**config.mk**
```make
export PLATFORM = sky130hd
export DESIGN_NAME = dnc_weight_memory
export DESIGN_NICKNAME = d
export VERILOG_FILES = /design/src/dnc_weight_memory.sv
export VERILOG_INCLUDE_DIRS = /design/src
export SDC_FILE = /design/constraint.sdc
export NUM_CORES = 2
export LEC_CHECK = 0
export ABC_CLOCK_PERIOD_IN_PS = 2700
export BUFFER_PORTS_ARGS = -buffer_cell sky130_fd_sc_hd__buf_2
export CORE_ASPECT_RATIO = 1.4
export CORE_MARGIN = 2
export CORE_UTILIZATION = 46
export DETAILED_ROUTE_END_ITERATION = 7
export SYNTH_ARGS = -nofsm -noshare
export SYNTH_HDL_FRONTEND = slang
export SYNTH_SLANG_ARGS = --single-unit
export TNS_END_PERCENT = 100
```
**constraint.sdc**
```tcl
create_clock -name CLK -period 2.7 [get_ports CLK]
set_input_delay 0.135 -clock CLK [delete_from_list [all_inputs] [get_ports CLK]]
set_output_delay 0.135 -clock CLK [all_outputs]
set_load 0.03 [all_outputs]
```
**src/dnc_defines.svh**
```systemverilog
// Width and size limit macros for the DNC write interface
`ifndef DNC_DEFINES_SVH
`define DNC_DEFINES_SVH

// Operand and accumulator widths
`define DNC_DATA_W 16
`define DNC_ACC_W 32

// Largest word size W and controller output size L
`define DNC_W_MAX 4
`define DNC_L_MAX 8

// One region holds a full W by L matrix
`define DNC_REGION_WORDS (`DNC_W_MAX * `DNC_L_MAX)

// Memory and size port widths
`define DNC_ADDR_W 8
`define DNC_SIZE_W 4

`endif

```
**src/dnc_weight_memory.sv**
```systemverilog
// Single-port weight and hidden-state RAM
// Host load port plus one registered read port
`include "dnc_defines.svh"

module dnc_weight_memory (
  input  logic                   CLK,
  input  logic                   RST,
  // Host load
  input  logic                   load_en,
  input  logic [`DNC_ADDR_W-1:0] load_addr,
  input  logic [`DNC_DATA_W-1:0] load_data,
  // Read from arbiter
  input  logic                   rd_en,
  input  logic [`DNC_ADDR_W-1:0] rd_addr,
  output logic [`DNC_DATA_W-1:0] rd_data
);

  localparam int DEPTH = 2 ** `DNC_ADDR_W;

  ////////////////////
  // Storage
  ////////////////////

  // All regions: key, erase, write vector, three scalar rows, h
  logic [`DNC_DATA_W-1:0] mem [0:DEPTH-1];

  // Single port, load wins over read
  always_ff @(posedge CLK) begin
    if (load_en) begin
      mem[load_addr] <= load_data;
    end else if (rd_en) begin
      // Word valid one cycle after the grant
      rd_data <= mem[rd_addr];
    end
  end

  ////////////////////
  // Checks
  ////////////////////

  // Host must stay off the port while engines are fetching
  a_no_load_during_read: assert property (
    @(posedge CLK) disable iff (RST) !(load_en && rd_en)
  );

endmodule

```
==> run metrics <==
status finished clean; detailed placer's ending HPWL 302700 um; Worst path most repeated cell buf_4; First-pass DRT Iterations 6; clk_lat worst skew 0.94 ns; maximum fanout encountered on the critical timing path 1; minimum setup slack after placement -1.201 ns; static leakage 61.01 nW; via count 82626; clock edge transition at the registers on the reported setup and hold paths 0.06 ns; # Max-Cap Violations 0; Hold Path Class in -> reg; maximum operating frequency 372.4 MHz; startpoint class of the critical path flip-flop; width of the chip 501.6 um; Worst Path Arrival 3.39 ns; sinks on the clock net 4112; synthesized netlist cell count 7401; RSZ-0062 raised after global routing yes; IO Port Bufs 50; gr usage total 25.97%; Yosys top cell by area edfxtp_1; commonest cells in the netlist edfxtp_1 (4112), mux4_2 (771), mux2i_1 (526), nor2_1 (308), o22ai_1 (168); drc violations 0; number of levels the H-tree was split into 5; number of max-slew violations in the final report 0; Worst Path Required 3.40 ns; Root Driver clkbuf_16; EDFF count, synth 4112; distinct cell type count after synthesis 64; portion of synthesized cell area occupied by the leading cell type 77.44%; final critical delay including setup and external delays 2.685 ns; DR WL/cell 33.90 um; Total Nets Final 8623; post-layout power 132.4 mW; clock buffer depth 4; Period Utilization, post-route 99.45%; transition time at the pin with the least slew margin 1.192 ns; setup violators final 0; critical path type reg -> reg; overall die area 351400 um2; nature of the critical path endpoint flip-flop; Layout area overhead 17.82%; count of antenna-violating nets left after detailed routing 0; peak per-stage delay on the critical path 0.54 ns; asr flop ratio synth 0%; sequential area share after synthesis 77.44%; cell types occupying the most area after synthesis edfxtp_1 (77%), mux4_2 (11%), mux2i_1 (3.3%); Setup Skew 0.04803 ns; most frequent cell after synthesis edfxtp_1; first-pass GRT wire length 642900 um; mean cell area of the mapped netlist 21.54 um2; final worst setup slack 0.01479 ns; antenna violations before repair 38; clock tree from TritonCTS yes; die extent in y 700.6 um; Worst VDD drop 0.5201 mV; count of final hold-check violations 0; effective utilization at floorplan 46.23%; postcts setup bufs 0; #FFs+latches synth 4112; total power density per cell area 704.8 nW/um2; ratio of routed vias to standard cells 6.098; clock buffers created by TritonCTS 381; share of layout cells above drive strength 1 29.99%; I/O pin cnt 52; library cell contributing the largest single delay on the critical path mux4_2; DRT Wirelength 459400 um; cell-by-cell listing of the critical path mux4_2, mux4_2, mux2i_1, buf_4, o21ai_1, buf_4, nor3_1, buf_4, nor3_1; GPL Wtd Cong 0.9093; post-synthesis instance area 159500 um2; Max-slew headroom 20.37%; via count of the first global-routing pass 83316; largest net degree at the start of global routing 104; total number of yosys warnings 0; net count after synthesis 7437; placement row count 255; area of the core 344900 um2; Overflow after GRT 0; Top FF cell, synth edfxtp_1; initial DRC count 9748
[metrics by stage]
step / setup TNS (ns) / cell area, um2 / std cells / utilization [%] / hold slack [ns]
2_1_floorplan: 0 / 159500 / 7401 / - / 0.2339
3_3_place_gp: -11.88 / 175000 / 12807 / 50.75 / 0.4874
3_5_place_dp: -11.96 / 175000 / 12807 / 50.75 / 0.4866
4_1_cts: -0.03057 / 187700 / 13501 / 54.42 / 0.01905
5_1_grt: -0.1554 / 187800 / 13535 / 54.46 / 0.08985
6_report: 0 / 187900 / 13550 / 54.47 / 0.07690
[cell families after synthesis]
kind of cell / synth area share, %
compound gates: 3.122
buf+inv: 1.928
flops: 77.44
mux: 15.36
simple gates: 2.148
[report_power, final]
group | internal, mW | switching [mW] | total [mW] | leakage, nW
sequential | 70.4 | 0.0971 | 70.5 | 37.0
combinational | 3.01 | 4.82 | 7.83 | 18.0
clock | 30.8 | 23.3 | 54.1 | 6.00
[worst max-delay path: cells and delay by family, from the launching register on]
family                 cells  cell delay (ns)
AO/OA/AOI/OAI              1             0.20
buffers and inverters      3             0.51
flip-flops                 1             0.36
multiplexers               3             1.21
AND/OR/NAND/NOR            2             0.17
[flip-flops by register name, indices dropped and copies added (netlist names)]
signal and cells:
mem 4096, rd_data 16
[layout make-up]
type	count	area [um2]
diodes	49	122.6
clock buffers	456	10070
clock inverters	215	2190
fillers	25985	157000
inverters	4	27.53
multi-input cells	2841	33370
flip-flops and latches	4112	123500
well taps	4626	5788
repair buffers	1247	12820
[layout by cell type, fill, tap and decap left out, types with 7 or more instances in the layout]
cell type / count
a2111oi_0: 17
a211o_1: 7
a211oi_1: 18
a21oi_1: 121
a221oi_1: 32
a22o_1: 30
a22oi_1: 43
and3_1: 19
buf_12: 266
buf_2: 29
buf_4: 907
buf_8: 14
bufinv_16: 45
clkbuf_1: 63
clkbuf_16: 393
clkinv_1: 77
clkinv_2: 67
clkinvlp_4: 11
diode_2: 49
dlygate4sd3_1: 24
edfxtp_1: 4112
inv_6: 13
mux2_2: 14
mux2i_1: 524
mux4_1: 64
mux4_2: 772
nand2_1: 135
nand3_1: 34
nand4_1: 25
nor2_1: 238
nor2_2: 69
nor2b_1: 11
nor3_1: 132
nor3_4: 7
nor4_1: 31
o21ai_0: 74
o221ai_1: 158
o22ai_1: 165
o32ai_1: 12
[what timing repair did]
action / CTS / global route
resized for setup: 31 / 10
hold buffers: 24 / 0
endpoints found under the setup margin: 13 / 11
pin swaps: 3 / 4
endpoints found under the hold margin: 2283 / 0
[final timing paths]
check / start / endpoint / slack [ns] / cells after the start
setup / recovery: mem[191][12] / rd_data[12] / 0.01 / 9
hold / removal: load_addr[6] / mem[212][4] / 0.08 / 4
setup reg to reg: mem[191][12] / rd_data[12] / 0.01 / 9
hold reg to reg: mem[198][13] / rd_data[13] / 1.22 / 5
[metal layers]
metal / track usage, % / wire, um / vias to the layer above
li1: - / - / 33796
met1: 32.76 / 167900 / 44240
met2: 44.07 / 233300 / 3777
met3: 3.472 / 31490 / 807
met4: 13.32 / 26620 / 6
met5: 0 / 41 / -
Note: power is estimated with default switching activity, not from simulation.
