`src/dnc_defines.svh`:
```
// Width and size limit macros for the DNC write interface
`ifndef DNC_DEFINES_SVH
`define DNC_DEFINES_SVH

// Operand and accumulator widths
`define DNC_DATA_W 16
`define DNC_ACC_W 32

// Largest word size W and controller output size L
`define DNC_W_MAX 4
`define DNC_L_MAX 8

// One region holds a full W by L matrix
`define DNC_REGION_WORDS (`DNC_W_MAX * `DNC_L_MAX)

// Memory and size port widths
`define DNC_ADDR_W 8
`define DNC_SIZE_W 4

`endif

```
`src/dnc_weight_arbiter.sv`:
```
// Round-robin arbiter for the shared weight memory
// Two requesters, the matrix-vector engine (m) and the scalar engine (s)
`include "dnc_defines.svh"

module dnc_weight_arbiter (
  input  logic                   CLK,
  input  logic                   RST,
  // Matrix-vector engine
  input  logic                   m_req,
  input  logic [`DNC_ADDR_W-1:0] m_addr,
  output logic                   m_gnt,
  output logic                   m_rvalid,
  // Scalar engine
  input  logic                   s_req,
  input  logic [`DNC_ADDR_W-1:0] s_addr,
  output logic                   s_gnt,
  output logic                   s_rvalid,
  // Memory read port
  output logic                   rd_en,
  output logic [`DNC_ADDR_W-1:0] rd_addr
);

  // Set when s won the last grant
  logic last_s;

  ////////////////////
  // Grant
  ////////////////////

  // Lone requester goes straight through, a tie goes to the other side
  always_comb begin
    m_gnt = 1'b0;
    s_gnt = 1'b0;
    if (m_req && s_req) begin
      m_gnt = last_s;
      s_gnt = !last_s;
    end else begin
      m_gnt = m_req;
      s_gnt = s_req;
    end
  end

  assign rd_en   = m_gnt | s_gnt;
  assign rd_addr = s_gnt ? s_addr : m_addr;

  ////////////////////
  // Priority and return path
  ////////////////////

  always_ff @(posedge CLK or posedge RST) begin
    if (RST) begin
      last_s   <= 1'b0;
      m_rvalid <= 1'b0;
      s_rvalid <= 1'b0;
    end else begin
      if (m_gnt) begin
        last_s <= 1'b0;
      end else if (s_gnt) begin
        last_s <= 1'b1;
      end
      // Read data lands one cycle after the grant
      m_rvalid <= m_gnt;
      s_rvalid <= s_gnt;
    end
  end

  // A waiting engine keeps its request and address until granted
  a_m_hold: assert property (
    @(posedge CLK) disable iff (RST) (m_req && !m_gnt) |=> (m_req && $stable(m_addr))
  );
  a_s_hold: assert property (
    @(posedge CLK) disable iff (RST) (s_req && !s_gnt) |=> (s_req && $stable(s_addr))
  );

endmodule

```
`config.mk`:
```
export PLATFORM = sky130hd
export DESIGN_NAME = dnc_weight_arbiter
export DESIGN_NICKNAME = d
export VERILOG_FILES = /design/src/dnc_weight_arbiter.sv
export VERILOG_INCLUDE_DIRS = /design/src
export SDC_FILE = /design/constraint.sdc
export NUM_CORES = 1
export LEC_CHECK = 0
export BUFFER_PORTS_ARGS = -buffer_cell sky130_fd_sc_hd__buf_2
export CAP_MARGIN = 40
export CORE_AREA = 2 2 39 41
export DETAILED_ROUTE_END_ITERATION = 10
export DIE_AREA = 0 0 41 43
export PLACE_DENSITY = 0.59
export SLEW_MARGIN = 20
export SYNTH_ARGS = -nofsm -noshare
export SYNTH_HDL_FRONTEND = slang
export SYNTH_SLANG_ARGS = --single-unit
```
`constraint.sdc`:
```
create_clock -name CLK -period 1.4 [get_ports CLK]
set_input_delay 0.14 -clock CLK [delete_from_list [all_inputs] [get_ports CLK]]
set_output_delay 0.14 -clock CLK [all_outputs]
set_load 0.03 [all_outputs]
```
==> flow_summary.yaml <==
power:
  p_switching_w: 0.000171
  pwr_density_cell_nw_per_um2: 948
  post-layout-total-power_w: 0.000493
  peakVddDrop_v: 0.000342
  seq_power_share_pct: 20.7
  swShare_pct: 34.7
  logic_pwr_share_pct: 48.2
  total_leakage_power_nw: 0.278
  p_clk_share_pct: 31.2
  internal-power_w: 0.000322
logic_synthesis:
  yosys_register_bits: 3
  avg_inst_size_synth_um2: 11.9
  synthesis.instances: 18
  synthesis.nets: 38
  netlist_area_um2: 214
  synth-seq-area-share_pct: 35.1
  ys.warnings.count: 0
  synthDistinctLibCells: 8
run_status:
  run_status: "finished with violations"
  violations: "negative setup slack"
hold_path:
  holdCritPathClass: "input pin to flop"
  min_path_cells: 2
  timing.hold.worst_endpoint: "m_rvalid"
  min_from: "s_req"
sta:
  final.setup.worst_slack_ns: -0.151
  final.setup_skew_ns: 0.00151
  rsz0062_at_grt: "true"
  hold_viol_final: 0
  timing_max_transition_violations_final: 0
  slew_headroom_pct: 87.8
  max_slew.worst_pin.slew_ns: 0.182
  shortest_clock_period_the_worst_path_allows_after_layout_ns: 1.55
  period_share_pct: 111
  timing.final.setup_violations: 8
  maxClockFrequency_mhz: 645
global_route:
  grt_antenna_before_repair: 0
  track_usage_pct: 9.54
  globalRoute.totalOverflow: 0
  first_global_vias: 285
  pin_count_of_the_biggest_net_entering_global_routing: 10
  grt_first_pass_wirelength_mm: 1.10
layout:
  num-fill-cells: 149
  fin_nets: 79
  drive_gt1_share_pct: 82.8
  regArea_um2: 75.1
  area.growth.synth_to_final_pct: 143
  finalInstanceArea_um2: 520
  multi_input_comb_area_um2: 131
  inserted_diodes: 0
route:
  drt_first_iter_violations: 0
  viasPerCell: 3.93
  drt-pass1-iter-count: 1
  vias: 291
  final_antenna_net_count: 0
  drt_drc_violations_left: 0
  wirelength_um: 693
  post_drt_wl_per_cell_um: 9.36
floorplan:
  start_util_pct: 15.5
  ioPinCount: 33
  rows: 14
  core_region_area_um2: 1380
  die_width_um: 41
  die_height_um: 43
  die_area_um2: 1760
place:
  place.port_buffers: 32
  gp_congestion: 0.572
  place_area_um2: 402
  place_hpwl_um: 547
setup_path:
  reg_to_reg_endpoint: "s_rvalid"
  sort_of_element_at_the_start_of_the_critical_path: "flop"
  crit_required_ns: 1.26
  crit_type: "flop to primary output"
  worstReg2RegStart: "last_s"
  crit_fanout: 9
  crit_arrival_ns: 1.41
  r2r_setup_slack_ns: 0.54
  r2r.worst_path.cells: 3
  critPathCaptureType: "primary output"
clock_tree:
  htreeDepth: 1
  cts.clk_slew.worst_paths_ns: 0.04
  cts_tree: "built"
  clock_tree.buffer_depth: 2
  cts.root.buffer_cell: "clkbuf_4"
  clkLatencyLatePin_ns: 0.24
  cts_made_buffers: 3
  numClockSinks: 3
flow_run:
  timing.max_cap.violations: 0
-- layout by cell type, fill, tap and decap left out --
master,count
buf_12,1
a21boi_1,1
inv_1,2
dlygate4sd3_1,1
clkbuf_4,3
a21oi_1,1
clkbuf_1,1
buf_4,4
dfrtp_1,3
buf_6,8
buf_2,22
mux2_2,8
nor2_1,1
or2_2,1
a21boi_4,1
-- Yosys cell counts --
cell type	count	area, um^2
a21boi_0	1	7.51
a21boi_4	1	18.8
a21oi_1	1	5.00
dfrtp_1	3	75.1
inv_1	2	7.51
mux2_2	8	90.1
nor2_1	1	3.75
or2_2	1	6.26
-- how the worst max path moves through the flow --
stage	start	endpoint	slack (ns)	cells after the start
final	last_s	rd_addr[7]	-0.15	4
after global routing	last_s	rd_addr[3]	-0.22	4
after CTS	last_s	rd_addr[7]	-0.18	4
after detailed placement	last_s	rd_addr[7]	0.006	3
after global placement	last_s	rd_addr[4]	0.04	3
after floorplan	last_s	rd_addr[0]	-0.01	2
-- per-stage QoR --
step                utilization (%)  instances  setup slack, ns  setup TNS, ns  hold WS (ns)
floorplan                         -         18          -0.0126         -0.101        -0.106
global placement               29.0         67           0.0356              0        0.0110
detailed placement             29.0         67          0.00589              0       0.00623
CTS                            37.4         74           -0.182          -1.44         0.148
global route                   37.6         74           -0.217          -1.70         0.154
finish                         37.6         74           -0.151          -1.17         0.151
-- what timing repair did --
action,in CTS,in global routing
resized for setup,18,2
hold buffers,1,0
endpoints found under the hold margin,3,0
setup buffers,2,0
pin swaps,1,1
endpoints found under the setup margin,9,9
-- state kept, by name (all words and copies together), names as in the netlist --
signal	flops
last_s	1
m_rvalid	1
s_rvalid	1
-- critical path, stage by stage, from the launching register on --
cell      delay, ns
dfrtp_1        0.40
a21boi_4       0.16
buf_12         0.14
mux2_2         0.34
buf_6          0.14
-- kinds of logic after synthesis --
group                  after synthesis  share of synthesized area, %
AO/OA/AOI/OAI                        3                          14.6
buffers and inverters                2                          3.51
flip-flops                           3                          35.1
multiplexers                         8                          42.1
AND/OR/NAND/NOR                      2                          4.68
-- cell type report --
class                           instances  share of cell area, %
Sequential cell                         3                   14.4
Clock buffer                            4                   5.05
Inverter                                2                   1.44
Multi-Input combinational cell         13                   25.2
Timing Repair Buffer                   36                   50.0
Tap cell                               16                   3.85
-- power groups by stage --
stage / clock (W) / sequential (W) / combinational (W)
2_1_floorplan: 0 / 0.000115 / 0.000108
4_1_cts: 0.000160 / 0.000102 / 0.000239
3_3_place_gp: 0 / 0.000102 / 0.000185
3_5_place_dp: 0 / 0.000103 / 0.000188
6_report: 0.000154 / 0.000102 / 0.000238
5_1_grt: 0.000173 / 0.000103 / 0.000253
-- metal layers --
| metal | part of all wire (%) | routed length, um | track usage [%] | up-vias |
|---|---|---|---|---|
| met5 | 0 | 0 | 0 | - |
| met4 | 2.7 | 19 | 10.0 | 0 |
| met3 | 14 | 98 | 3.66 | 2 |
| met2 | 53 | 365 | 15.0 | 20 |
| met1 | 30 | 209 | 8.04 | 127 |
| li1 | - | - | - | 142 |
No activity file was read; power rests on OpenSTA's default activity.
