===== src/dnc_defines.svh =====
// Width and size limit macros for the DNC write interface
`ifndef DNC_DEFINES_SVH
`define DNC_DEFINES_SVH

// Operand and accumulator widths
`define DNC_DATA_W 16
`define DNC_ACC_W 32

// Largest word size W and controller output size L
`define DNC_W_MAX 4
`define DNC_L_MAX 8

// One region holds a full W by L matrix
`define DNC_REGION_WORDS (`DNC_W_MAX * `DNC_L_MAX)

// Memory and size port widths
`define DNC_ADDR_W 8
`define DNC_SIZE_W 4

`endif


===== src/dnc_pkg.sv =====
// Result kinds and controller states shared by the write interface
package dnc_pkg;

  ////////////////////
  // Result kinds
  ////////////////////

  // Same code picks the memory region and tags the output strobe
  typedef enum logic [2:0] {
    KIND_KEY    = 3'd0,
    KIND_ERASE  = 3'd1,
    KIND_WVEC   = 3'd2,
    KIND_BETA   = 3'd3,
    KIND_ALLOC  = 3'd4,
    KIND_WGATE  = 3'd5,
    // Region only, never emitted
    KIND_HIDDEN = 3'd6
  } result_kind_t;

  ////////////////////
  // Controller FSM
  ////////////////////

  typedef enum logic [1:0] {
    ST_IDLE   = 2'd0,
    ST_RUN    = 2'd1,
    // Single READY cycle
    ST_FINISH = 2'd2
  } ctrl_state_t;

endpackage


===== src/dnc_write_interface_vector.sv =====
// Write interface controller
// Starts both engines together and raises READY once both are done
`include "dnc_defines.svh"

module dnc_write_interface_vector (
  input  logic                   CLK,
  input  logic                   RST,
  input  logic                   START,
  input  logic [`DNC_SIZE_W-1:0] size_w,
  input  logic [`DNC_SIZE_W-1:0] size_l,
  // Engine handshake
  input  logic                   mv_done,
  input  logic                   sc_done,
  output logic                   mv_start,
  output logic                   sc_start,
  // Status
  output logic                   busy,
  output logic                   READY
);

  import dnc_pkg::*;

  ctrl_state_t st;
  logic        start_q;
  logic        mv_fin;
  logic        sc_fin;
  logic        all_done;
  logic        accept;

  ////////////////////
  // FSM
  ////////////////////

  // Done pulses may arrive in either order or together
  assign all_done = (mv_fin | mv_done) & (sc_fin | sc_done);
  // New run also allowed in the READY cycle
  assign accept   = START && (st != ST_RUN);

  always_ff @(posedge CLK or posedge RST) begin
    if (RST) begin
      st      <= ST_IDLE;
      start_q <= 1'b0;
      mv_fin  <= 1'b0;
      sc_fin  <= 1'b0;
    end else begin
      start_q <= 1'b0;
      case (st)
        ST_IDLE, ST_FINISH: begin
          st <= ST_IDLE;
          if (accept) begin
            st      <= ST_RUN;
            start_q <= 1'b1;
            mv_fin  <= 1'b0;
            sc_fin  <= 1'b0;
          end
        end
        ST_RUN: begin
          if (mv_done) mv_fin <= 1'b1;
          if (sc_done) sc_fin <= 1'b1;
          // READY the cycle after the later done
          if (all_done) st <= ST_FINISH;
        end
        default: st <= ST_IDLE;
      endcase
    end
  end

  ////////////////////
  // Outputs
  ////////////////////

  // Both engines share the one start pulse
  assign mv_start = start_q;
  assign sc_start = start_q;

  // busy drops in the READY cycle
  assign busy  = (st == ST_RUN);
  assign READY = (st == ST_FINISH);

  // Sizes must be in range when a run is accepted
  property p_size_ok;
    @(posedge CLK) disable iff (RST)
      accept |-> (size_w != 0) && (size_w <= `DNC_W_MAX) &&
                 (size_l != 0) && (size_l <= `DNC_L_MAX);
  endproperty
  a_size_ok: assert property (p_size_ok);

endmodule


===== config.mk =====
export PLATFORM = sky130hd
export DESIGN_NAME = dnc_write_interface_vector
export DESIGN_NICKNAME = d
export VERILOG_FILES = /design/src/dnc_pkg.sv /design/src/dnc_write_interface_vector.sv
export VERILOG_INCLUDE_DIRS = /design/src
export SDC_FILE = /design/constraint.sdc
export NUM_CORES = 1
export LEC_CHECK = 0
export ABC_AREA = 0
export BUFFER_PORTS_ARGS = -buffer_cell sky130_fd_sc_hd__buf_2
export CAP_MARGIN = 20
export CORE_AREA = 2 2 39 41
export CTS_CLUSTER_DIAMETER = 200
export DETAILED_ROUTE_END_ITERATION = 10
export DIE_AREA = 0 0 41 43
export GPL_TIMING_DRIVEN = 0
export MAX_ROUTING_LAYER = met4
export PLACE_DENSITY = 0.46
export SYNTH_ARGS = -nofsm -noshare
export SYNTH_HDL_FRONTEND = slang
export SYNTH_SLANG_ARGS = --single-unit
export TNS_END_PERCENT = 5

===== constraint.sdc =====
create_clock -name CLK -period 1.9 [get_ports CLK]
set_input_delay 0 -clock CLK [delete_from_list [all_inputs] [get_ports CLK]]
set_output_delay 0 -clock CLK [all_outputs]
set_load 0.005 [all_outputs]

==> impl_metrics.toml <==
[outcome]
run_status = "finished clean"

[critical_path]
critical_path.endpoint_type = "output pin"
worst_r2r_path_depth = 2
startpoint = "st[1]$_DFFE_PP0P_"
r2r-end = "mv_fin$_DFFE_PP0P_"
reg2reg_setup_slack_ns = 1.01
timing.critical_path.to = "busy"
path_max_fanout = 4
timing.critical_path.from_type = "flop"
critical_path.cell_chain = "nand2b_1, inv_2, buf_2"
slowest_cell_on_the_critical_path = "dfrtp_1"
crit_path_max_incr_delay_ns = 0.36
required_ns = 1.90
critical_path.reg2reg.startpoint = "st[0]$_DFFE_PP0P_"
critical_path_class = "flop to output pin"
worstPathArrival_ns = 0.97

[synthesis]
post_synth.cell_area_avg_um2 = 12.2
synth_top_area_share_pct = 60.2
postSynthCellCount = 17
ys_types = 11
yosys.area.top_type = "dfrtp_1"
synth.yosys.seq_area_share_pct = 60.2
ys_top_cells_by_area = "dfrtp_1 60%, a22o_1 8.4%, nand2b_4 6.6%"
syn_area_um2 = 208
postSynthRegisterBits = 5
synth_warnings = 0
syn-num-nets = 30

[clocking]
clkSinkCount = 5
cts_repair_resize_count = 0
cts_buffers = 3
cts_tree = "yes"
number_of_h_tree_levels = 1
clk_pin_slew_worst_paths_ns = 0.05
insertion_delay_ns = 0.25
cts.path.max_buffers = 2
clock-root-buffer = "clkbuf_4"

[sta]
period_minus_slack_ns = 0.974
totalNegativeSetupSlack_ns = 0
worst_pin_slew_ns = 0.194
setup-violations-final = 0
period_share_pct = 51.3
worst_clock_skew_ns = 0.00240
whs_ns = 0.189
rsz0062_at_grt = "no"
report.final.slew_viol_count = 0
timing.slew.headroom_pct = 87.0
fmax_mhz = 1030
hold_viol_final = 0

[floorplan]
chipWidth_um = 41
die_h_um = 43
floorplan.initialDensity_pct = 15.0
num_rows = 14
io_pins = 17
coreArea_um2 = 1380
die_area_um2 = 1760

[drt]
drtAntennaViolNets = 0
drt_iter0_markers = 0
routed_via_density = 3.57
drc = 0
route.final.wire_length_um = 392
drt-pass1-iter-count = 1
num_vias = 175
detail_route.wl_per_cell_um = 8.00

[grt]
number_of_global_route_vias_before_repair = 198
grt_antenna_before_repair = 0
grt_remaining_overflow = 0
grt_pass1_wl_um = 703
globalRouteTotalUtil_pct = 6.53
grt_start_max_net_pins = 6

[final_layout]
non_filler_instance_count_after_layout = 49
final_cell_mix = "8 x buf_2, 5 x dfrtp_1, 4 x dlygate4sd3_1"
layout-drive-gt1-share_pct = 45.5
antenna_cells = 0
mostFrequentLayoutCell = "buf_2"
flow.area_growth_from_synthesis_pct = 60.8
final_net_count = 47

[place]
post-place-cells = 41
place.detailed.hpwl_um = 271
place.gp.congestion = 0.708
buffer_ports.inserted = 8

[power_and_ir_drop]
worst_ir_drop_vdd_v = 0.000644
p_leak_nw = 0.178
power.density_nw_per_um2 = 1400

[flow_run]
drv.max_cap_violation_count = 0

[hold_path]
min-delay-path-class = "input pin to async pin"
[synth_stat cells (all sizes together)]
cell / number
dfrtp: 5
inv: 3
a22o: 2
nand2b: 2
and2: 1
buf: 1
nor2b: 1
o21ai: 1
o22a: 1
[layer usage]
metal  vias up  global-route usage, %  share of wire (%)
li1         87                      -                  -
met1        76                   6.25                 45
met2        12                   9.06                 34
met3         0                   7.85                 20
met4         0                      0                  0
met5         -                      -                  0
[state kept, by name, summed over array words and instances (netlist names)]
| name | flops |
|---|---|
| sc_fin | 1 |
| st | 2 |
| mv_start | 1 |
| mv_fin | 1 |
[report_power, final]
part           internal (mW)  switching [mW]
sequential             0.154          0.0249
clock                 0.0797          0.0478
combinational         0.0946          0.0659
[worst min-delay path by stage]
stage	to	slack [ns]	cells after the start
after detailed placement	mv_start$_DFF_PP0_	-0.09	2
final	mv_start$_DFF_PP0_	0.19	3
after global placement	mv_start$_DFF_PP0_	-0.10	2
after CTS	mv_start$_DFF_PP0_	0.19	3
after global routing	sc_fin$_DFFE_PP0P_	0.24	3
after floorplan	mv_fin$_DFFE_PP0P_	-0.22	1
[cell families (layout without fill, tap and decap cells)]
group | Yosys count | count (layout) | synth area share (%)
flip-flops | 5 | 5 | 60.2
AO/OA/AOI/OAI | 4 | 4 | 15.1
AND/OR/NAND/NOR | 4 | 4 | 15.7
buffers and inverters | 4 | 20 | 9.04
[worst max-delay path, delay by kind of cell (launching register included)]
family / cells / cell delay [ns]
simple gates: 1 / 0.17
buf+inv: 2 / 0.19
flops: 1 / 0.36
[per-stage QoR]
| stage | total power [mW] | cell area, um^2 | setup slack (ns) | util, % |
|---|---|---|---|---|
| final | 0.467 | 334 | 0.926 | 24.1 |
| after floorplan | 0.283 | 208 | 1.05 | - |
| after global routing | 0.511 | 334 | 0.884 | 24.1 |
| after CTS | 0.470 | 334 | 0.929 | 24.1 |
| after detailed placement | 0.335 | 268 | 1.01 | 19.3 |
| after global placement | 0.330 | 268 | 1.03 | 19.3 |
[layout make-up]
class / instances / area (um^2)
inverter: 3 / 11.3
timing repair buffer: 12 / 80.1
tap: 16 / 20.0
clock buffer: 4 / 26.3
sequential: 5 / 125
fill: 144 / 1050
multi-input combinational: 8 / 63.8
buffer: 1 / 7.51
[repair_timing]
item                      in CTS  in global routing
setup buffers                  0                  0
hold buffers                   4                  0
hold endpoints to repair       8                  0
No activity file was read; power rests on OpenSTA's default activity.
