### config.mk
export PLATFORM = sky130hd
export DESIGN_NAME = dnc_scalar_engine
export DESIGN_NICKNAME = d
export VERILOG_FILES = /design/src/dnc_pkg.sv /design/src/dnc_scalar_engine.sv
export VERILOG_INCLUDE_DIRS = /design/src
export SDC_FILE = /design/constraint.sdc
export NUM_CORES = 1
export LEC_CHECK = 0
export BUFFER_PORTS_ARGS = -buffer_cell sky130_fd_sc_hd__buf_4
export CAP_MARGIN = 5
export CORE_MARGIN = 5
export CORE_UTILIZATION = 41
export CTS_CLUSTER_SIZE = 10
export DETAILED_ROUTE_END_ITERATION = 10
export PLACE_DENSITY_LB_ADDON = 0.1
export SKIP_CTS_REPAIR_TIMING = 1
export SYNTH_ARGS = -nofsm -noshare
export SYNTH_HDL_FRONTEND = slang
export SYNTH_SLANG_ARGS = --single-unit
### constraint.sdc
create_clock -name CLK -period 6.1 [get_ports CLK]
set_input_delay 0.61 -clock CLK [delete_from_list [all_inputs] [get_ports CLK]]
set_output_delay 0.61 -clock CLK [all_outputs]
set_load 0.02 [all_outputs]
### src/dnc_defines.svh
// Width and size limit macros for the DNC write interface
`ifndef DNC_DEFINES_SVH
`define DNC_DEFINES_SVH

// Operand and accumulator widths
`define DNC_DATA_W 16
`define DNC_ACC_W 32

// Largest word size W and controller output size L
`define DNC_W_MAX 4
`define DNC_L_MAX 8

// One region holds a full W by L matrix
`define DNC_REGION_WORDS (`DNC_W_MAX * `DNC_L_MAX)

// Memory and size port widths
`define DNC_ADDR_W 8
`define DNC_SIZE_W 4

`endif

### src/dnc_pkg.sv
// Result kinds and controller states shared by the write interface
package dnc_pkg;

  ////////////////////
  // Result kinds
  ////////////////////

  // Same code picks the memory region and tags the output strobe
  typedef enum logic [2:0] {
    KIND_KEY    = 3'd0,
    KIND_ERASE  = 3'd1,
    KIND_WVEC   = 3'd2,
    KIND_BETA   = 3'd3,
    KIND_ALLOC  = 3'd4,
    KIND_WGATE  = 3'd5,
    // Region only, never emitted
    KIND_HIDDEN = 3'd6
  } result_kind_t;

  ////////////////////
  // Controller FSM
  ////////////////////

  typedef enum logic [1:0] {
    ST_IDLE   = 2'd0,
    ST_RUN    = 2'd1,
    // Single READY cycle
    ST_FINISH = 2'd2
  } ctrl_state_t;

endpackage

### src/dnc_scalar_engine.sv
// Scalar engine for write strength, allocation gate and write gate
`include "dnc_defines.svh"

module dnc_scalar_engine (
  input  logic                   CLK,
  input  logic                   RST,
  input  logic                   start,
  input  logic [`DNC_SIZE_W-1:0] size_l,
  // Memory request
  output logic                   req,
  output logic [`DNC_ADDR_W-1:0] addr,
  input  logic                   gnt,
  input  logic                   rvalid,
  input  logic [`DNC_DATA_W-1:0] rd_data,
  // Scalar results
  output logic                   scal_out_enable,
  output dnc_pkg::result_kind_t  scal_kind,
  output logic [`DNC_ACC_W-1:0]  scal_data,
  output logic                   done
);

  import dnc_pkg::*;

  localparam int AW = `DNC_ADDR_W;
  localparam int ACC_W = `DNC_ACC_W;

  localparam logic [2:0] S_IDLE = 3'd0;
  localparam logic [2:0] S_REQ_W = 3'd1;
  localparam logic [2:0] S_WAIT_W = 3'd2;
  localparam logic [2:0] S_REQ_H = 3'd3;
  localparam logic [2:0] S_WAIT_H = 3'd4;

  logic [2:0]                    st;
  result_kind_t                  kind;
  logic [`DNC_SIZE_W-1:0]        col;
  logic [`DNC_SIZE_W-1:0]        lat_l;
  logic signed [`DNC_DATA_W-1:0] wgt;
  logic signed [ACC_W-1:0]       acc;
  logic signed [ACC_W-1:0]       acc_next;
  logic                          h_hit;
  logic                          last_col;

  // One weight row per scalar, then the matching h element
  assign req  = (st == S_REQ_W) || (st == S_REQ_H);
  assign addr = (st == S_REQ_H) ? AW'(KIND_HIDDEN) * AW'(`DNC_REGION_WORDS) + AW'(col)
                                : AW'(kind) * AW'(`DNC_REGION_WORDS) + AW'(col);

  assign acc_next = acc + ACC_W'(wgt) * ACC_W'($signed(rd_data));
  assign h_hit    = (st == S_WAIT_H) && rvalid;
  assign last_col = (col == lat_l - 1'b1);

  ////////////////////
  // Loop control
  ////////////////////

  always_ff @(posedge CLK or posedge RST) begin
    if (RST) begin
      st              <= S_IDLE;
      kind            <= KIND_BETA;
      col             <= '0;
      lat_l           <= '0;
      scal_out_enable <= 1'b0;
      done            <= 1'b0;
    end else begin
      scal_out_enable <= 1'b0;
      done            <= 1'b0;
      case (st)
        S_IDLE: begin
          if (start) begin
            lat_l <= size_l;
            kind  <= KIND_BETA;
            col   <= '0;
            st    <= S_REQ_W;
          end
        end
        S_REQ_W: if (gnt) st <= S_WAIT_W;
        S_WAIT_W: if (rvalid) st <= S_REQ_H;
        S_REQ_H: if (gnt) st <= S_WAIT_H;
        S_WAIT_H: begin
          if (rvalid) begin
            st  <= S_REQ_W;
            col <= last_col ? '0 : col + 1'b1;
            if (last_col) begin
              scal_out_enable <= 1'b1;
              kind            <= result_kind_t'(kind + 3'd1);
              // Write gate is the last scalar
              if (kind == KIND_WGATE) begin
                st   <= S_IDLE;
                done <= 1'b1;
              end
            end
          end
        end
        default: st <= S_IDLE;
      endcase
    end
  end

  // Datapath
  always_ff @(posedge CLK) begin
    if ((st == S_IDLE) && start) begin
      acc <= '0;
    end else if (h_hit) begin
      acc <= last_col ? '0 : acc_next;
    end
    if ((st == S_WAIT_W) && rvalid) wgt <= $signed(rd_data);
    if (h_hit && last_col) begin
      scal_kind <= kind;
      scal_data <= acc_next;
    end
  end

  // Data only arrives for a fetch this engine issued
  a_rvalid_owned: assert property (
    @(posedge CLK) disable iff (RST) rvalid |-> (st == S_WAIT_W) || (st == S_WAIT_H)
  );

endmodule

==> key figures <==
Synthesis
  – Predominant post-synthesis flop cell: edfxtp_1
  – Syn Area/Cell: 10.1 µm²
  – Synthesis warning total: 0
  – Seq/Total Area, Yosys: between 15 and 20%
  – Post-Synthesis Cells: 1,430
  – Post-synthesis cell area: ~0.014 mm²
  – Mapped Nets: 1,849
  – Post-synthesis async set-or-reset flop share: ~16%
  – Number of flops mapped to enable cells by yosys: 51
  – FF+latch count, synth: 99
  – Synth unique cells: 67

GRT
  – Largest net degree at the start of global routing: 37
  – Vias in the first global route: 10,800
  – Total grt overflow: 0
  – Initial antenna violation count: 0
  – GRT Total Usage: 18.5%
  – Wire length of the first global-routing pass: 56,800 µm

Critical path
  – CP peak stage delay: 560 ps
  – Worst r2r path cells: 18
  – Crit. path cell count: 18
  – CP bufs+invs: 3
  – Crit path top cell by count: fa_1
  – Crit-path cells: buf_4 > and2_1 > fa_1 > fa_1 > ha_1 > fa_1 > inv_1 > fa_1 > fa_1 > inv_1 > ha_1 > a21o_1 > or4_4 > o22a_4 > o211ai_2 > a21boi_1 > or3_1 > and2_4
  – CP max stage cell: edfxtp_1
  – CP Capture Type: register
  – Flop-to-flop setup slack: 150 ps
  – Kind of critical path: register to register
  – FF-to-FF Start: wgt[2]
  – Critical path's top delay family: adder cells
  – Crit-path max FO: 7
  – Worst Path Arrival: 6090 ps
  – Worst r2r dst: scal_data[21]
  – CP Data Required Time: 6230 ps
  – CP startpoint kind: register
  – Worst Setup SP: wgt[2]
  – Crit path to: scal_data[21]

STA
  – Tmin final: approximately 6000 ps
  – Final count of hold timing violations: 0
  – Slew HR: between 20% and 30%
  – Slew Limit Fails: 0
  – RSZ-0062 raised after global routing: yes
  – FMAX: 168 MHz
  – Fraction of the cycle the final worst path needs: 97.6%
  – Worst hold slack: 326 ps
  – Final setup fails: 0
  – Tightest Pin Transition: around 1100 ps
  – Final Skew: 12.2 ps

Placement
  – IO Port Bufs: 69
  – Gpl congestion: 0.848
  – HPWL after DPL: between 20,000 and 30,000 µm

Run status
  – Run status: finished, final reports clean

Floorplanning
  – Die area: about 0.039 mm²
  – Rows: 68
  – Die X: 198 µm
  – Die extent in y: 198 µm
  – Core ar.: between 0.03 and 0.04 mm²
  – Initial Utilization: 41.7%
  – IO Pins: 71

Layout
  – N_diodes: 0
  – # nets final: 2,027
  – Layout area overhead: 17.7%
  – Share of layout cells above drive strength 1: 17.4%

Clocking
  – CTS tree: done
  – CTS root buf: clkbuf_16
  – CTS Sinks: 99
  – CTS H-tree lvls: 3
  – Clock latency on the worst-skew pair: 370 ps
  – Clk buf depth: 2
  – Clock-pin slew on the worst setup and hold paths: 80 ps
  – TritonCTS buffer count: 9

Routing
  – DRC: 0
  – Final ANT Viol Nets: 0
  – Wire length per cell: 16.6 µm
  – Pre-antenna DRT Iters: 5
  – Detailed Route Iter0 Violations: 361
  – Total Wirelength: 34,400 µm
  – Vias/cell: 4.85
  – Detailed-route via count: 10,000

Worst hold path
  – Hold Path Class: input pin to asynchronous set/reset pin

Run
  – Max-Cap Viols: 0
## cells in the mapped netlist (all sizes together), types with 2 or more instances
library cell,number,area share [%]
inv,351,9.1
fa,292,41
nand2,146,3.8
and2,127,5.5
ha,102,8.8
edfxtp,51,11
clkbuf,44,1.1
xnor2,35,2.1
dfxtp,32,4.4
nor2,31,0.82
a21oi,27,0.96
a22o,26,1.6
o21ai,22,0.79
a21o,15,0.78
dfrtp,14,2.4
nand2b,12,0.52
nand4,10,0.43
xor2,10,0.61
o211ai,8,0.52
nand3,7,0.24
o21a,7,0.36
nor3,6,0.21
buf,5,0.18
mux2i,3,0.21
nor2b,3,0.13
a21boi,2,0.10
a221o,2,0.14
a311o,2,0.14
a31oi,2,0.087
and3,2,0.087
dfstp,2,0.36
mux2,2,0.16
o2111ai,2,0.12
o21bai,2,0.10
o22a,2,0.18
o311a,2,0.22
o31ai,2,0.14
or2,2,0.087
or3,2,0.095
or4,2,0.13
## state kept, by name (all words and copies together), names as in the netlist
name	flops
kind	3
wgt	16
acc	32
scal_data	32
lat_l	4
done	1
st	3
scal_kind	3
scal_out_enable	1
col	4
## layer usage
layer | up-vias | track usage, % | wire length [µm]
li1 | 4682 | - | -
met1 | 5162 | 23.9 | 14200
met4 | 0 | 4.28 | 645
met2 | 138 | 33.4 | 18600
met3 | 38 | 2.23 | 897
met5 | - | 0 | 0
## how the worst min path moves through the flow
| stage | slack (ps) | from | end |
|---|---|---|---|
| floorplan | 430 | acc[4] | acc[4] |
| global placement | 470 | acc[15] | acc[15] |
| detailed placement | 470 | acc[15] | acc[15] |
| CTS | 330 | RST | done |
| global route | 370 | RST | done |
| finish | 330 | RST | done |
## cells in the final DEF, fill, tap and decap left out, drive strengths merged, types with 12 or more instances in the layout
cell type	n
a21o	15
a21oi	27
a22o	26
and2	127
buf	216
dfrtp	14
dfxtp	32
edfxtp	51
fa	292
ha	102
inv	352
nand2	146
nand2b	12
nor2	31
o21ai	22
xnor2	35
## area by class of cell
type                       count  area, µm²
clock buffer                   9        225
fill                        3290      17700
multi-input combinational    931      10500
clock inverter                 7        108
tap                          455        569
sequential                    99       2570
inverter                     351       1320
timing repair buffer         216       1660
## metrics by stage
stage	setup TNS (ps)	worst slack (ps)	std cells	cell area [µm²]	utilization, %
2_1_floorplan	0	1.47	1430	14400	-
3_3_place_gp	-987	-141	2025	16300	46.9
3_5_place_dp	-2090	-211	2025	16300	46.9
4_1_cts	-18.6	-9.32	2041	16600	47.9
5_1_grt	-76.1	-36.1	2068	17000	49.0
6_report	0	146	2068	17000	49.0
## worst reg2reg max path: cells and delay by family (launching register included)
| family | cells | cell delay, ps |
|---|---|---|
| adder cells (fa/ha/maj) | 7 | 2980 |
| AND/OR/NAND/NOR | 4 | 1160 |
| AO/OA/AOI/OAI | 4 | 670 |
| flip-flops | 1 | 560 |
| buffers and inverters | 3 | 360 |
## logic make-up after synthesis
logic type,synth area share (%)
adders and majority gates,49.4
AOI/OAI and AO/OA,6.80
buffers and inverters,10.5
other,0.0260
and+or+nand+nor,12.2
muxes,0.364
xor gates and xnor gates,2.90
DFF,17.8
Power is not shown: default switching activity piles up to over one toggle a cycle in this logic, so the estimate is an artifact.
