### config.mk
export PLATFORM = sky130hd
export DESIGN_NAME = dnc_matrix_vector_engine
export DESIGN_NICKNAME = d
export VERILOG_FILES = /design/src/dnc_pkg.sv /design/src/dnc_matrix_vector_engine.sv
export VERILOG_INCLUDE_DIRS = /design/src
export SDC_FILE = /design/constraint.sdc
export NUM_CORES = 1
export LEC_CHECK = 0
export CORE_UTILIZATION = 30
export CTS_BUF_LIST = sky130_fd_sc_hd__clkbuf_4
export CTS_CLUSTER_DIAMETER = 80
export DETAILED_ROUTE_END_ITERATION = 8
export DONT_BUFFER_PORTS = 1
export PLACE_DENSITY = 0.42
export SYNTH_ARGS = -nofsm -noshare
export SYNTH_HDL_FRONTEND = slang
export SYNTH_SLANG_ARGS = --single-unit
### constraint.sdc
create_clock -name CLK -period 7.15 [get_ports CLK]
set_clock_uncertainty 0.1 [all_clocks]
set_input_delay 0 -clock CLK [delete_from_list [all_inputs] [get_ports CLK]]
set_output_delay 0 -clock CLK [all_outputs]
set_load 0.01 [all_outputs]
### src/dnc_defines.svh
// Width and size limit macros for the DNC write interface
`ifndef DNC_DEFINES_SVH
`define DNC_DEFINES_SVH

// Operand and accumulator widths
`define DNC_DATA_W 16
`define DNC_ACC_W 32

// Largest word size W and controller output size L
`define DNC_W_MAX 4
`define DNC_L_MAX 8

// One region holds a full W by L matrix
`define DNC_REGION_WORDS (`DNC_W_MAX * `DNC_L_MAX)

// Memory and size port widths
`define DNC_ADDR_W 8
`define DNC_SIZE_W 4

`endif

### src/dnc_pkg.sv
// Result kinds and controller states shared by the write interface
package dnc_pkg;

  ////////////////////
  // Result kinds
  ////////////////////

  // Same code picks the memory region and tags the output strobe
  typedef enum logic [2:0] {
    KIND_KEY    = 3'd0,
    KIND_ERASE  = 3'd1,
    KIND_WVEC   = 3'd2,
    KIND_BETA   = 3'd3,
    KIND_ALLOC  = 3'd4,
    KIND_WGATE  = 3'd5,
    // Region only, never emitted
    KIND_HIDDEN = 3'd6
  } result_kind_t;

  ////////////////////
  // Controller FSM
  ////////////////////

  typedef enum logic [1:0] {
    ST_IDLE   = 2'd0,
    ST_RUN    = 2'd1,
    // Single READY cycle
    ST_FINISH = 2'd2
  } ctrl_state_t;

endpackage

### src/dnc_matrix_vector_engine.sv
// Matrix-vector engine for write key, erase vector and write vector
// Row dot products against h, fetched word by word through the arbiter
`include "dnc_defines.svh"

module dnc_matrix_vector_engine (
  input  logic                     CLK,
  input  logic                     RST,
  input  logic                     start,
  input  logic [`DNC_SIZE_W-1:0]   size_w,
  input  logic [`DNC_SIZE_W-1:0]   size_l,
  // Memory request
  output logic                     req,
  output logic [`DNC_ADDR_W-1:0]   addr,
  input  logic                     gnt,
  input  logic                     rvalid,
  input  logic [`DNC_DATA_W-1:0]   rd_data,
  // Row results
  output logic                     vec_out_enable,
  output dnc_pkg::result_kind_t    vec_kind,
  output logic [`DNC_SIZE_W-1:0]   vec_index,
  output logic [`DNC_ACC_W-1:0]    vec_data,
  output logic                     done
);

  import dnc_pkg::*;

  localparam int AW = `DNC_ADDR_W;
  localparam int ACC_W = `DNC_ACC_W;

  // Fetch FSM
  localparam logic [2:0] S_IDLE = 3'd0;
  localparam logic [2:0] S_REQ_W = 3'd1;
  localparam logic [2:0] S_WAIT_W = 3'd2;
  localparam logic [2:0] S_REQ_H = 3'd3;
  localparam logic [2:0] S_WAIT_H = 3'd4;

  logic [2:0]                    st;
  result_kind_t                  kind;
  logic [`DNC_SIZE_W-1:0]        row;
  logic [`DNC_SIZE_W-1:0]        col;
  logic [`DNC_SIZE_W-1:0]        lat_w;
  logic [`DNC_SIZE_W-1:0]        lat_l;
  logic signed [`DNC_DATA_W-1:0] wgt;
  logic signed [ACC_W-1:0]       acc;
  logic signed [ACC_W-1:0]       prod;
  logic signed [ACC_W-1:0]       acc_next;
  logic [AW-1:0]                 w_addr;
  logic [AW-1:0]                 h_addr;
  logic                          h_hit;
  logic                          last_col;
  logic                          last_row;

  ////////////////////
  // Addressing
  ////////////////////

  // Row-major weights, h in its own region
  assign w_addr = AW'(kind) * AW'(`DNC_REGION_WORDS) + AW'(row) * AW'(`DNC_L_MAX) + AW'(col);
  assign h_addr = AW'(KIND_HIDDEN) * AW'(`DNC_REGION_WORDS) + AW'(col);

  assign req  = (st == S_REQ_W) || (st == S_REQ_H);
  assign addr = (st == S_REQ_H) ? h_addr : w_addr;

  ////////////////////
  // Multiply-accumulate
  ////////////////////

  // 16x16 signed product, accumulator wraps at 32 bits
  assign prod     = ACC_W'(wgt) * ACC_W'($signed(rd_data));
  assign acc_next = acc + prod;
  assign h_hit    = (st == S_WAIT_H) && rvalid;
  assign last_col = (col == lat_l - 1'b1);
  assign last_row = (row == lat_w - 1'b1);

  // Loop control
  always_ff @(posedge CLK or posedge RST) begin
    if (RST) begin
      st             <= S_IDLE;
      kind           <= KIND_KEY;
      row            <= '0;
      col            <= '0;
      lat_w          <= '0;
      lat_l          <= '0;
      vec_out_enable <= 1'b0;
      done           <= 1'b0;
    end else begin
      vec_out_enable <= 1'b0;
      done           <= 1'b0;
      case (st)
        S_IDLE: begin
          if (start) begin
            lat_w <= size_w;
            lat_l <= size_l;
            kind  <= KIND_KEY;
            row   <= '0;
            col   <= '0;
            st    <= S_REQ_W;
          end
        end
        S_REQ_W: if (gnt) st <= S_WAIT_W;
        S_WAIT_W: if (rvalid) st <= S_REQ_H;
        S_REQ_H: if (gnt) st <= S_WAIT_H;
        S_WAIT_H: begin
          if (rvalid) begin
            st  <= S_REQ_W;
            col <= col + 1'b1;
            if (last_col) begin
              // Row finished
              vec_out_enable <= 1'b1;
              col            <= '0;
              row            <= row + 1'b1;
              if (last_row) begin
                row  <= '0;
                kind <= result_kind_t'(kind + 3'd1);
                if (kind == KIND_WVEC) begin
                  st   <= S_IDLE;
                  done <= 1'b1;
                end
              end
            end
          end
        end
        default: st <= S_IDLE;
      endcase
    end
  end

  // Datapath
  always_ff @(posedge CLK) begin
    if ((st == S_IDLE) && start) begin
      acc <= '0;
    end else if (h_hit) begin
      acc <= last_col ? '0 : acc_next;
    end
    if ((st == S_WAIT_W) && rvalid) begin
      wgt <= $signed(rd_data);
    end
    if (h_hit && last_col) begin
      vec_kind  <= kind;
      vec_index <= row;
      vec_data  <= acc_next;
    end
  end

  // Controller only starts an idle engine
  a_start_idle: assert property (@(posedge CLK) disable iff (RST) start |-> st == S_IDLE);

endmodule

==> impl_metrics.json, run 1 <==
{
  "start_kind": "flop",
  "dr_total_vias": 9705,
  "final_cell_mix": "339 x inv_1, 292 x fa_1, 159 x nand2_1",
  "ys_warn_count": 0,
  "mostFrequentLayoutCell": "inv_1",
  "synth_top_area_cell": "fa_1",
  "max_cap_viol_count": 0,
  "die_area_um2": 50500,
  "drive_gt1_share_pct": 3.63,
  "numCtsBuffers": 9,
  "postRouteAntennaNets": 0,
  "dieWidth_um": 225,
  "grt-ovfl-total": 0,
  "synth-edff-count": 55,
  "clock-sinks": 111,
  "viasPerCell": 4.50,
  "drv_slew": 0,
  "clock_latency_ns": 0.60,
  "async_reset_ff_share_pct": 21.6,
  "synthDistinctLibCells": 58,
  "nFillCells": 5032,
  "cts_tree": "done",
  "ys_seq_area_share_pct": 19.4,
  "min_period_over_period_pct": 93.9,
  "io_pins": 79,
  "nets": 1913,
  "port_buffers": 0,
  "die_y_um": 225,
  "max_slew.worst_pin.slew_ns": 1.05,
  "syn_avg_cell_area_um2": 10.3,
  "dp_hpwl_um": 30400,
  "grt_max_degree": 39,
  "row_count": 81,
  "critPathKind": "reg -> reg",
  "drc": 0,
  "reg2reg_setup_slack_ns": 0.44,
  "ys_ff_latch": 111,
  "initial_core_util_pct": 30.4,
  "path_clk_slew_ns": 0.23,
  "yosysTopAreaCellShare_pct": 39.3,
  "htreeDepth": 3,
  "hold_class": "in -> reg",
  "setup_violations": 0,
  "grt_setup_unrepaired": "false",
  "area_growth_pct": 10.2,
  "clockBufferDepth": 2,
  "required_ns": 7.42,
  "status": "finished clean",
  "fin_crit_ns": 6.71,
  "arrival_ns": 6.98,
  "synth_ff_type": "edfxtp_1",
  "crit_path_max_fanout": 16,
  "drtIter0Drc": 355,
  "syn_nets": 1879,
  "setup_tns_ns": 0,
  "synth_area_leaders": "fa_1 39%, edfxtp_1 11%, ha_1 9.1%",
  "grt_pass1_vias": 10900,
  "gp_congestion": 0.776,
  "core_area_um2": 49000,
  "routed_wirelength_um": 39000,
  "post-cts-setup-buffers": 0,
  "synth_area_um2": 14900,
  "wl_per_cell_um": 18.1,
  "grt_antenna_before_repair": 2,
  "max_freq_mhz": 149,
  "grt_pass1_wl_um": 63100,
  "endpoint_kind": "flop",
  "grt_usage_pct": 16.7,
  "syn_inst": 1450,
  "finalHoldViolCount": 0,
  "cts_root_buffer": "clkbuf_4",
  "relSlewSlack_pct": 29.8,
  "firstDrtPassIters": 4
}
==> routing by layer <==
metal | share of wire, % | GRT usage [%] | wire [µm]
met2 | 53 | 30.0 | 20500
met3 | 3.1 | 2.77 | 1200
met5 | 0 | 0 | 0
met1 | 43 | 21.2 | 16800
met4 | 1.1 | 3.25 | 447
==> path summary, 6_finish.rpt <==
kind | from | endpoint | depth (start not counted)
worst max-delay path | wgt[15]$_DFFE_PP_ | vec_data[31]$_DFFE_PP_ | 21
worst min-delay path | start | row[3]$_DFFE_PP0P_ | 6
worst max register to register | wgt[15]$_DFFE_PP_ | vec_data[31]$_DFFE_PP_ | 21
worst min register to register | acc[25]$_SDFFE_PP0P_ | acc[25]$_SDFFE_PP0P_ | 1
max in group asynchronous | RST | kind[2]$_DFFE_PP0P_ | 4
min in group asynchronous | RST | row[3]$_DFFE_PP0P_ | 4
==> per-stage QoR <==
stage / hold slack (ns) / instances / area, µm² / utilization [%] / worst slack, ns
finish: 0.0685 / 2157 / 16400 / 33.5 / 0.439
global route: 0.00638 / 2157 / 16400 / 33.5 / 0.00588
CTS: 0.00652 / 2153 / 16400 / 33.5 / 0.417
detailed placement: 0.00201 / 2081 / 15700 / 32.0 / 0.505
global placement: 0.00167 / 2081 / 15700 / 32.0 / 0.582
floorplan: -0.0854 / 1450 / 14900 / - / 0.761
==> cell type report <==
type                    instances  area, µm²  area share, %
multi-input cells             952      10600           64.4
flip-flops and latches        111       2890           17.7
inverters                     340       1280           7.79
repair buffers                 70        676           4.12
clock inverters                 6       78.8          0.481
well taps                     664        831           5.07
diodes                          4       10.0         0.0611
clock buffers                  10       75.1          0.458
==> state kept, by name (all words and copies together), names as in the netlist, 3 cells and up <==
signal and count:
st 3, acc 32, vec_kind 3, lat_l 4, kind 3, col 4, wgt 16, vec_index 4
vec_data 32, row 4, lat_w 4
==> logic make-up (layout without fill, tap and decap cells) <==
family                     count (synthesis)  in the layout  share of synthesized area [%]
adders and majority gates                400            400                           48.4
DFF                                      111            111                           19.4
AOI/OAI and AO/OA                        132            132                           6.49
other                                      0              4                              0
and+or+nand+nor                          355            355                           11.8
xor gates and xnor gates                  58             58                           3.42
buffers and inverters                    387            426                           9.90
muxes                                      7              7                          0.513
==> synthesized netlist by cell type (21+ instances only) <==
| master | number |
|---|---|
| o21ai_0 | 25 |
| dfxtp_1 | 32 |
| fa_1 | 292 |
| xnor2_1 | 33 |
| and2_1 | 117 |
| a21oi_1 | 21 |
| edfxtp_1 | 55 |
| nor2_1 | 28 |
| clkbuf_1 | 41 |
| ha_1 | 108 |
| xor2_1 | 25 |
| a22o_1 | 30 |
| nand2_1 | 159 |
| inv_1 | 339 |
| dfrtp_1 | 24 |
==> worst max-delay path, stage by stage, from the launching register on <==
cell	delay [ns]
edfxtp_1	0.64
nand2_1	0.21
inv_1	0.08
fa_1	0.66
inv_1	0.12
fa_1	0.46
inv_1	0.19
fa_1	0.47
fa_1	0.51
fa_1	0.49
inv_1	0.05
fa_1	0.48
inv_1	0.04
ha_1	0.34
a21o_1	0.21
a21oi_1	0.17
a21boi_0	0.17
a211o_1	0.30
a31oi_4	0.29
o211ai_2	0.14
a21o_1	0.21
and2_1	0.15
==> repair_timing <==
action                    in CTS  in global routing
gates resized for setup        0                  0
hold endpoints to repair     135                  0
hold buffers                  56                  0
Power of run 1 is not shown: default switching activity piles up to over one toggle a cycle in this logic, so the estimate is an artifact.
==> run 2, diff against run 1 <==
--- a/config.mk
+++ b/config.mk
@@ -11,6 +11,7 @@
 export CTS_CLUSTER_DIAMETER = 80
 export DETAILED_ROUTE_END_ITERATION = 8
 export DONT_BUFFER_PORTS = 1
+export GPL_TIMING_DRIVEN = 0
 export PLACE_DENSITY = 0.42
 export SYNTH_ARGS = -nofsm -noshare
 export SYNTH_HDL_FRONTEND = slang
==> run 2 against run 1 <==
Critical path depth down 4. Cell area up 1.8%. Cell count up 2.5%.
==> impl_metrics.json, run 2 (synthesized netlist as in run 1, its figures left out) <==
{
  "viasPerCell": 4.52,
  "firstDrtPassIters": 5,
  "port_buffers": 0,
  "path_buf_inv": 2,
  "cpPeakStageDelay_ns": 0.65,
  "path_cells": "clkbuf_1, nand2_1, fa_1, fa_1, fa_1, fa_1, fa_1, fa_1, inv_1, ha_1, nand3_1, nor2_2, nand2_1, o31ai_4, a21oi_1, o21ai_1, xor2_1",
  "nets": 1966,
  "postLayoutCellArea_um2": 16700,
  "dp_slack_ns": -0.184,
  "crit_path_max_fanout": 10,
  "seq_area_um2": 2890,
  "die_y_um": 225,
  "die_area_um2": 50500,
  "final_cell_mix": "339 x inv_1, 291 x fa_1, 159 x nand2_1",
  "io_pins": 79,
  "cts_tree": "done",
  "drive_gt1_share_pct": 4.80,
  "layout_top_registers": "acc: 32 flops, vec_data: 32 flops, wgt: 16 flops",
  "grt_antenna_before_repair": 4,
  "critPathTopFamily": "adder cells",
  "hold_class": "in -> reg",
  "clock-sinks": 111,
  "path_common_cell": "fa_1",
  "fin_ws_ns": 0.292,
  "cts_root_buffer": "clkbuf_4",
  "max_cap_viol_count": 0,
  "clockBufferDepth": 2,
  "dp_hpwl_um": 33500,
  "max_slew.worst_pin.slew_ns": 0.959,
  "postRouteAntennaNets": 0,
  "dieWidth_um": 225,
  "clock_latency_ns": 0.60,
  "reg2reg_depth": 17,
  "endpoint_kind": "flop",
  "multiInputGateArea_um2": 10500,
  "drv_slew": 0,
  "drc": 0,
  "hold_depth": 4,
  "grt_max_degree": 26,
  "fin_crit_ns": 6.86,
  "nFillCells": 5103,
  "core_area_um2": 49000,
  "drtIter0Drc": 462,
  "setup_tns_ns": 0,
  "critPathKind": "reg -> reg",
  "reg2reg_setup_slack_ns": 0.29,
  "max_freq_mhz": 146,
  "start_kind": "flop",
  "arrival_ns": 7.13,
  "crit_cells": 17,
  "wl_per_cell_um": 18.6,
  "path_clk_slew_ns": 0.20,
  "routed_wirelength_um": 41200,
  "grt-ovfl-total": 0,
  "numCtsBuffers": 9,
  "status": "finished clean",
  "cp_slowest_cell": "clkbuf_1",
  "area_growth_pct": 12.2,
  "mostFrequentLayoutCell": "inv_1",
  "setup_violations": 0,
  "grt_pass1_wl_um": 64000,
  "grt_pass1_vias": 10700,
  "row_count": 81,
  "finalHoldViolCount": 0,
  "placed_area_um2": 15800,
  "initial_core_util_pct": 30.4,
  "grt_usage_pct": 17.3,
  "gp_congestion": 0.843,
  "min_period_over_period_pct": 95.9,
  "dr_total_vias": 9983,
  "htreeDepth": 3,
  "required_ns": 7.42,
  "relSlewSlack_pct": 35.9
}
==> run 2: cell count changes in the layout (fill, tap and decap cells not counted), sizes merged <==
cell         previous run  this run
bufinv                  1         2
inv                   341       342
dlygate4sd3            55        58
buf                    15        26
diode                   4         5
clkinvlp                1         0
clkbuf                 10        48
==> run 2: area by class of cell <==
| cell class | instances | area share, % |
|---|---|---|
| plain buffers | 46 | 1.25 |
| well taps | 664 | 4.98 |
| clock inverters | 7 | 0.652 |
| repair buffers | 77 | 4.51 |
| inverters | 340 | 7.65 |
| clock buffers | 9 | 0.405 |
| multi-input cells | 952 | 63.1 |
| flip-flops and latches | 111 | 17.3 |
| diodes | 5 | 0.0750 |
==> run 2: metrics by stage <==
step                hold slack (ns)  utilization, %  instances
finish                        0.136            34.1       2211
global route                 0.0826            34.1       2210
CTS                          0.0519            33.8       2191
detailed placement        -0.000194            32.2       2116
global placement          0.0000502            32.1       2114
floorplan                   -0.0854               -       1450
==> run 2: repair_timing <==
item                                   4_1_cts  5_1_grt
pin swaps                                    0        1
hold buffers                                59        0
buffers inserted                             1       15
gates resized for setup                      7       16
endpoints found under the hold margin      127        0
setup endpoints to repair                   12       15
==> run 2: path summary, 6_finish.rpt <==
check	from	end
worst max-delay path	wgt[4]$_DFFE_PP_	vec_data[24]$_DFFE_PP_
worst min-delay path	gnt	st[1]$_DFFE_PP0P_
worst max register to register	wgt[4]$_DFFE_PP_	vec_data[24]$_DFFE_PP_
worst min register to register	acc[1]$_SDFFE_PP0P_	acc[1]$_SDFFE_PP0P_
max in group asynchronous	RST	col[0]$_DFFE_PP0P_
min in group asynchronous	RST	kind[0]$_DFFE_PP0P_
==> run 2: per-layer routing <==
metal,vias up,GRT usage (%),share of wire (%)
met4,0,4.89,2.0
met2,154,29.3,50
li1,4585,-,-
met3,34,3.20,4.0
met1,5210,22.6,44
met5,-,0,0
==> run 2: worst register-to-register path: stages, from the launching register on <==
cell,delay (ns)
edfxtp_1,0.58
clkbuf_1,0.65
nand2_1,0.17
fa_1,0.51
fa_1,0.57
fa_1,0.44
fa_1,0.55
fa_1,0.44
fa_1,0.49
inv_1,0.04
ha_1,0.38
nand3_1,0.18
nor2_2,0.29
nand2_1,0.14
o31ai_4,0.37
a21oi_1,0.16
o21ai_1,0.18
xor2_1,0.39
Power of run 2 is left out for the same reason.
==> run 3, diff against run 2 <==
--- a/config.mk
+++ b/config.mk
@@ -12,7 +12,9 @@
 export DETAILED_ROUTE_END_ITERATION = 8
 export DONT_BUFFER_PORTS = 1
 export GPL_TIMING_DRIVEN = 0
+export MAX_ROUTING_LAYER = met4
 export PLACE_DENSITY = 0.42
+export RECOVER_POWER = 100
 export SYNTH_ARGS = -nofsm -noshare
 export SYNTH_HDL_FRONTEND = slang
 export SYNTH_SLANG_ARGS = --single-unit
==> run 3 against run 2 <==
The flow now finishes with violations (capacitance limit, slew limit). Routed wire length barely moved. Sequential share of layout area rose by 0.10 points. Fmax fell by 0.10%. Utilization fell by 0.20 points. Via count fell by 0.16%. First-iteration DRC count fell by 0.43%. Hold slack got worse by 0.018 ns. Count of clock-buffer cells in the layout did not move. Critical endpoint is now vec_data[31]$_DFFE_PP_. Largest cell class unchanged.
==> impl_metrics.json, run 3 (synthesized netlist as in run 1, its figures left out) <==
{
  "violations": "capacitance limit, slew limit",
  "clock-sinks": 111,
  "max_freq_mhz": 146,
  "path_clk_slew_ns": 0.20,
  "cts_tree": "done",
  "mostFrequentLayoutCell": "inv_1",
  "hold_depth": 6,
  "start_kind": "flop",
  "cts_root_buffer": "clkbuf_4",
  "reg2reg_setup_slack_ns": 0.28,
  "required_ns": 7.46,
  "fin_crit_ns": 6.87,
  "grt_max_degree": 26,
  "grt_antenna_before_repair": 4,
  "drv_slew": 9,
  "arrival_ns": 7.18,
  "port_buffers": 0,
  "nets": 1964,
  "nFillCells": 5117,
  "endpoint_kind": "flop",
  "postRouteAntennaNets": 0,
  "viasPerCell": 4.51,
  "crit_path_max_fanout": 10,
  "min_to": "vec_data[2]$_DFFE_PP_",
  "clockBufferDepth": 2,
  "reg2reg_depth": 20,
  "die_area_um2": 50500,
  "grt_setup_unrepaired": "false",
  "final_cell_mix": "339 x inv_1, 292 x fa_1, 159 x nand2_1",
  "layout_top_registers": "acc: 32 flops, vec_data: 32 flops, wgt: 16 flops",
  "max_slew.worst_pin.slew_ns": 2.58,
  "status": "finished, violations left",
  "critPathKind": "reg -> reg",
  "setup_violations": 0,
  "initial_core_util_pct": 30.4,
  "r2r_end": "vec_data[31]$_DFFE_PP_",
  "setup_tns_ns": 0,
  "drc": 0,
  "finalHoldViolCount": 0,
  "grt_pass1_vias": 10700,
  "core_area_um2": 49000,
  "min_period_over_period_pct": 96.0,
  "firstDrtPassIters": 5,
  "grt-ovfl-total": 0,
  "r2r_start": "wgt[9]$_DFFE_PP_",
  "dieWidth_um": 225,
  "dr_total_vias": 9967,
  "routed_wirelength_um": 41200,
  "wl_per_cell_um": 18.6,
  "numCtsBuffers": 9,
  "gp_congestion": 0.856,
  "grt_usage_pct": 17.9,
  "fin_ws_ns": 0.285,
  "grt_pass1_wl_um": 64100,
  "max_cap_viol_count": 1,
  "drtIter0Drc": 460,
  "hold_start": "rd_data[0]",
  "area_growth_pct": 11.5,
  "clock_latency_ns": 0.62,
  "relSlewSlack_pct": -74.6,
  "htreeDepth": 3,
  "hold_class": "in -> reg",
  "io_pins": 79,
  "row_count": 81,
  "die_y_um": 225,
  "dp_slack_ns": -0.184,
  "drive_gt1_share_pct": 3.83,
  "dp_hpwl_um": 33500
}
run 3: changes by cell type in the layout (fill, tap and decap cells not counted), sizes merged:
| cell | delta |
|---|---|
| clkbuf | +9 |
| diode | +2 |
| buf | -11 |
run 3: worst max-delay path by stage:
stage               slack (ns)               from                endpoint
floorplan                 0.76  wgt[15]$_DFFE_PP_  vec_data[31]$_DFFE_PP_
global placement         -0.22  wgt[15]$_DFFE_PP_  vec_data[31]$_DFFE_PP_
detailed placement       -0.18  wgt[15]$_DFFE_PP_  vec_data[31]$_DFFE_PP_
CTS                      0.005   wgt[5]$_DFFE_PP_  vec_data[30]$_DFFE_PP_
global route             0.002   wgt[9]$_DFFE_PP_  vec_data[31]$_DFFE_PP_
finish                    0.28   wgt[9]$_DFFE_PP_  vec_data[31]$_DFFE_PP_
run 3: layout make-up:
cell class                 instances  area (µm²)  area share [%]
multi-input combinational        952       10500            63.3
tap                              664         831            5.01
timing repair buffer              75         697            4.20
sequential                       111        2890            17.4
clock inverter                     7         109           0.656
antenna                            7        17.5           0.106
buffer                            46         196            1.18
clock buffer                       9        67.6           0.407
inverter                         340        1280            7.69
run 3: worst max-delay path, cell delays in order (launching register included):
cell and delay, ns:
edfxtp_1 0.69, clkbuf_2 0.39, nand2_1 0.12, fa_1 0.52, fa_1 0.54, inv_1 0.05
fa_1 0.50, inv_1 0.05, fa_1 0.57, fa_1 0.44, fa_1 0.49, inv_1 0.05
ha_1 0.38, o211ai_1 0.12, nor3_1 0.32, o21ai_4 0.15, a21oi_2 0.42, a31oi_4 0.19
o211ai_1 0.27, nand3_1 0.13, and2_1 0.16
run 3: per-layer routing:
| metal | wire length [µm] | global-route usage, % | up-vias | part of all wire [%] |
|---|---|---|---|---|
| li1 | - | - | 4583 | - |
| met3 | 1830 | 3.06 | 37 | 4.4 |
| met5 | 0 | - | - | 0 |
| met4 | 765 | 4.89 | 0 | 1.9 |
| met2 | 20800 | 29.3 | 173 | 50 |
| met1 | 17800 | 22.7 | 5174 | 43 |
run 3: what timing repair did:
action,CTS,global route
endpoints found under the hold margin,127,0
resized for setup,7,16
setup endpoints to repair,12,15
buffers inserted,1,13
hold buffers,59,0
pin swaps,0,1
run 3: metrics by stage:
stage	hold WS, ns	std cells	instance area [µm²]	util (%)
2_1_floorplan	-0.0854	1450	14900	-
4_1_cts	0.0519	2191	16500	33.8
3_3_place_gp	0.0000502	2114	15700	32.1
3_5_place_dp	-0.000194	2116	15800	32.2
5_1_grt	0.0405	2211	16600	33.9
6_report	0.118	2211	16600	33.9
Power of run 3 is left out for the same reason.
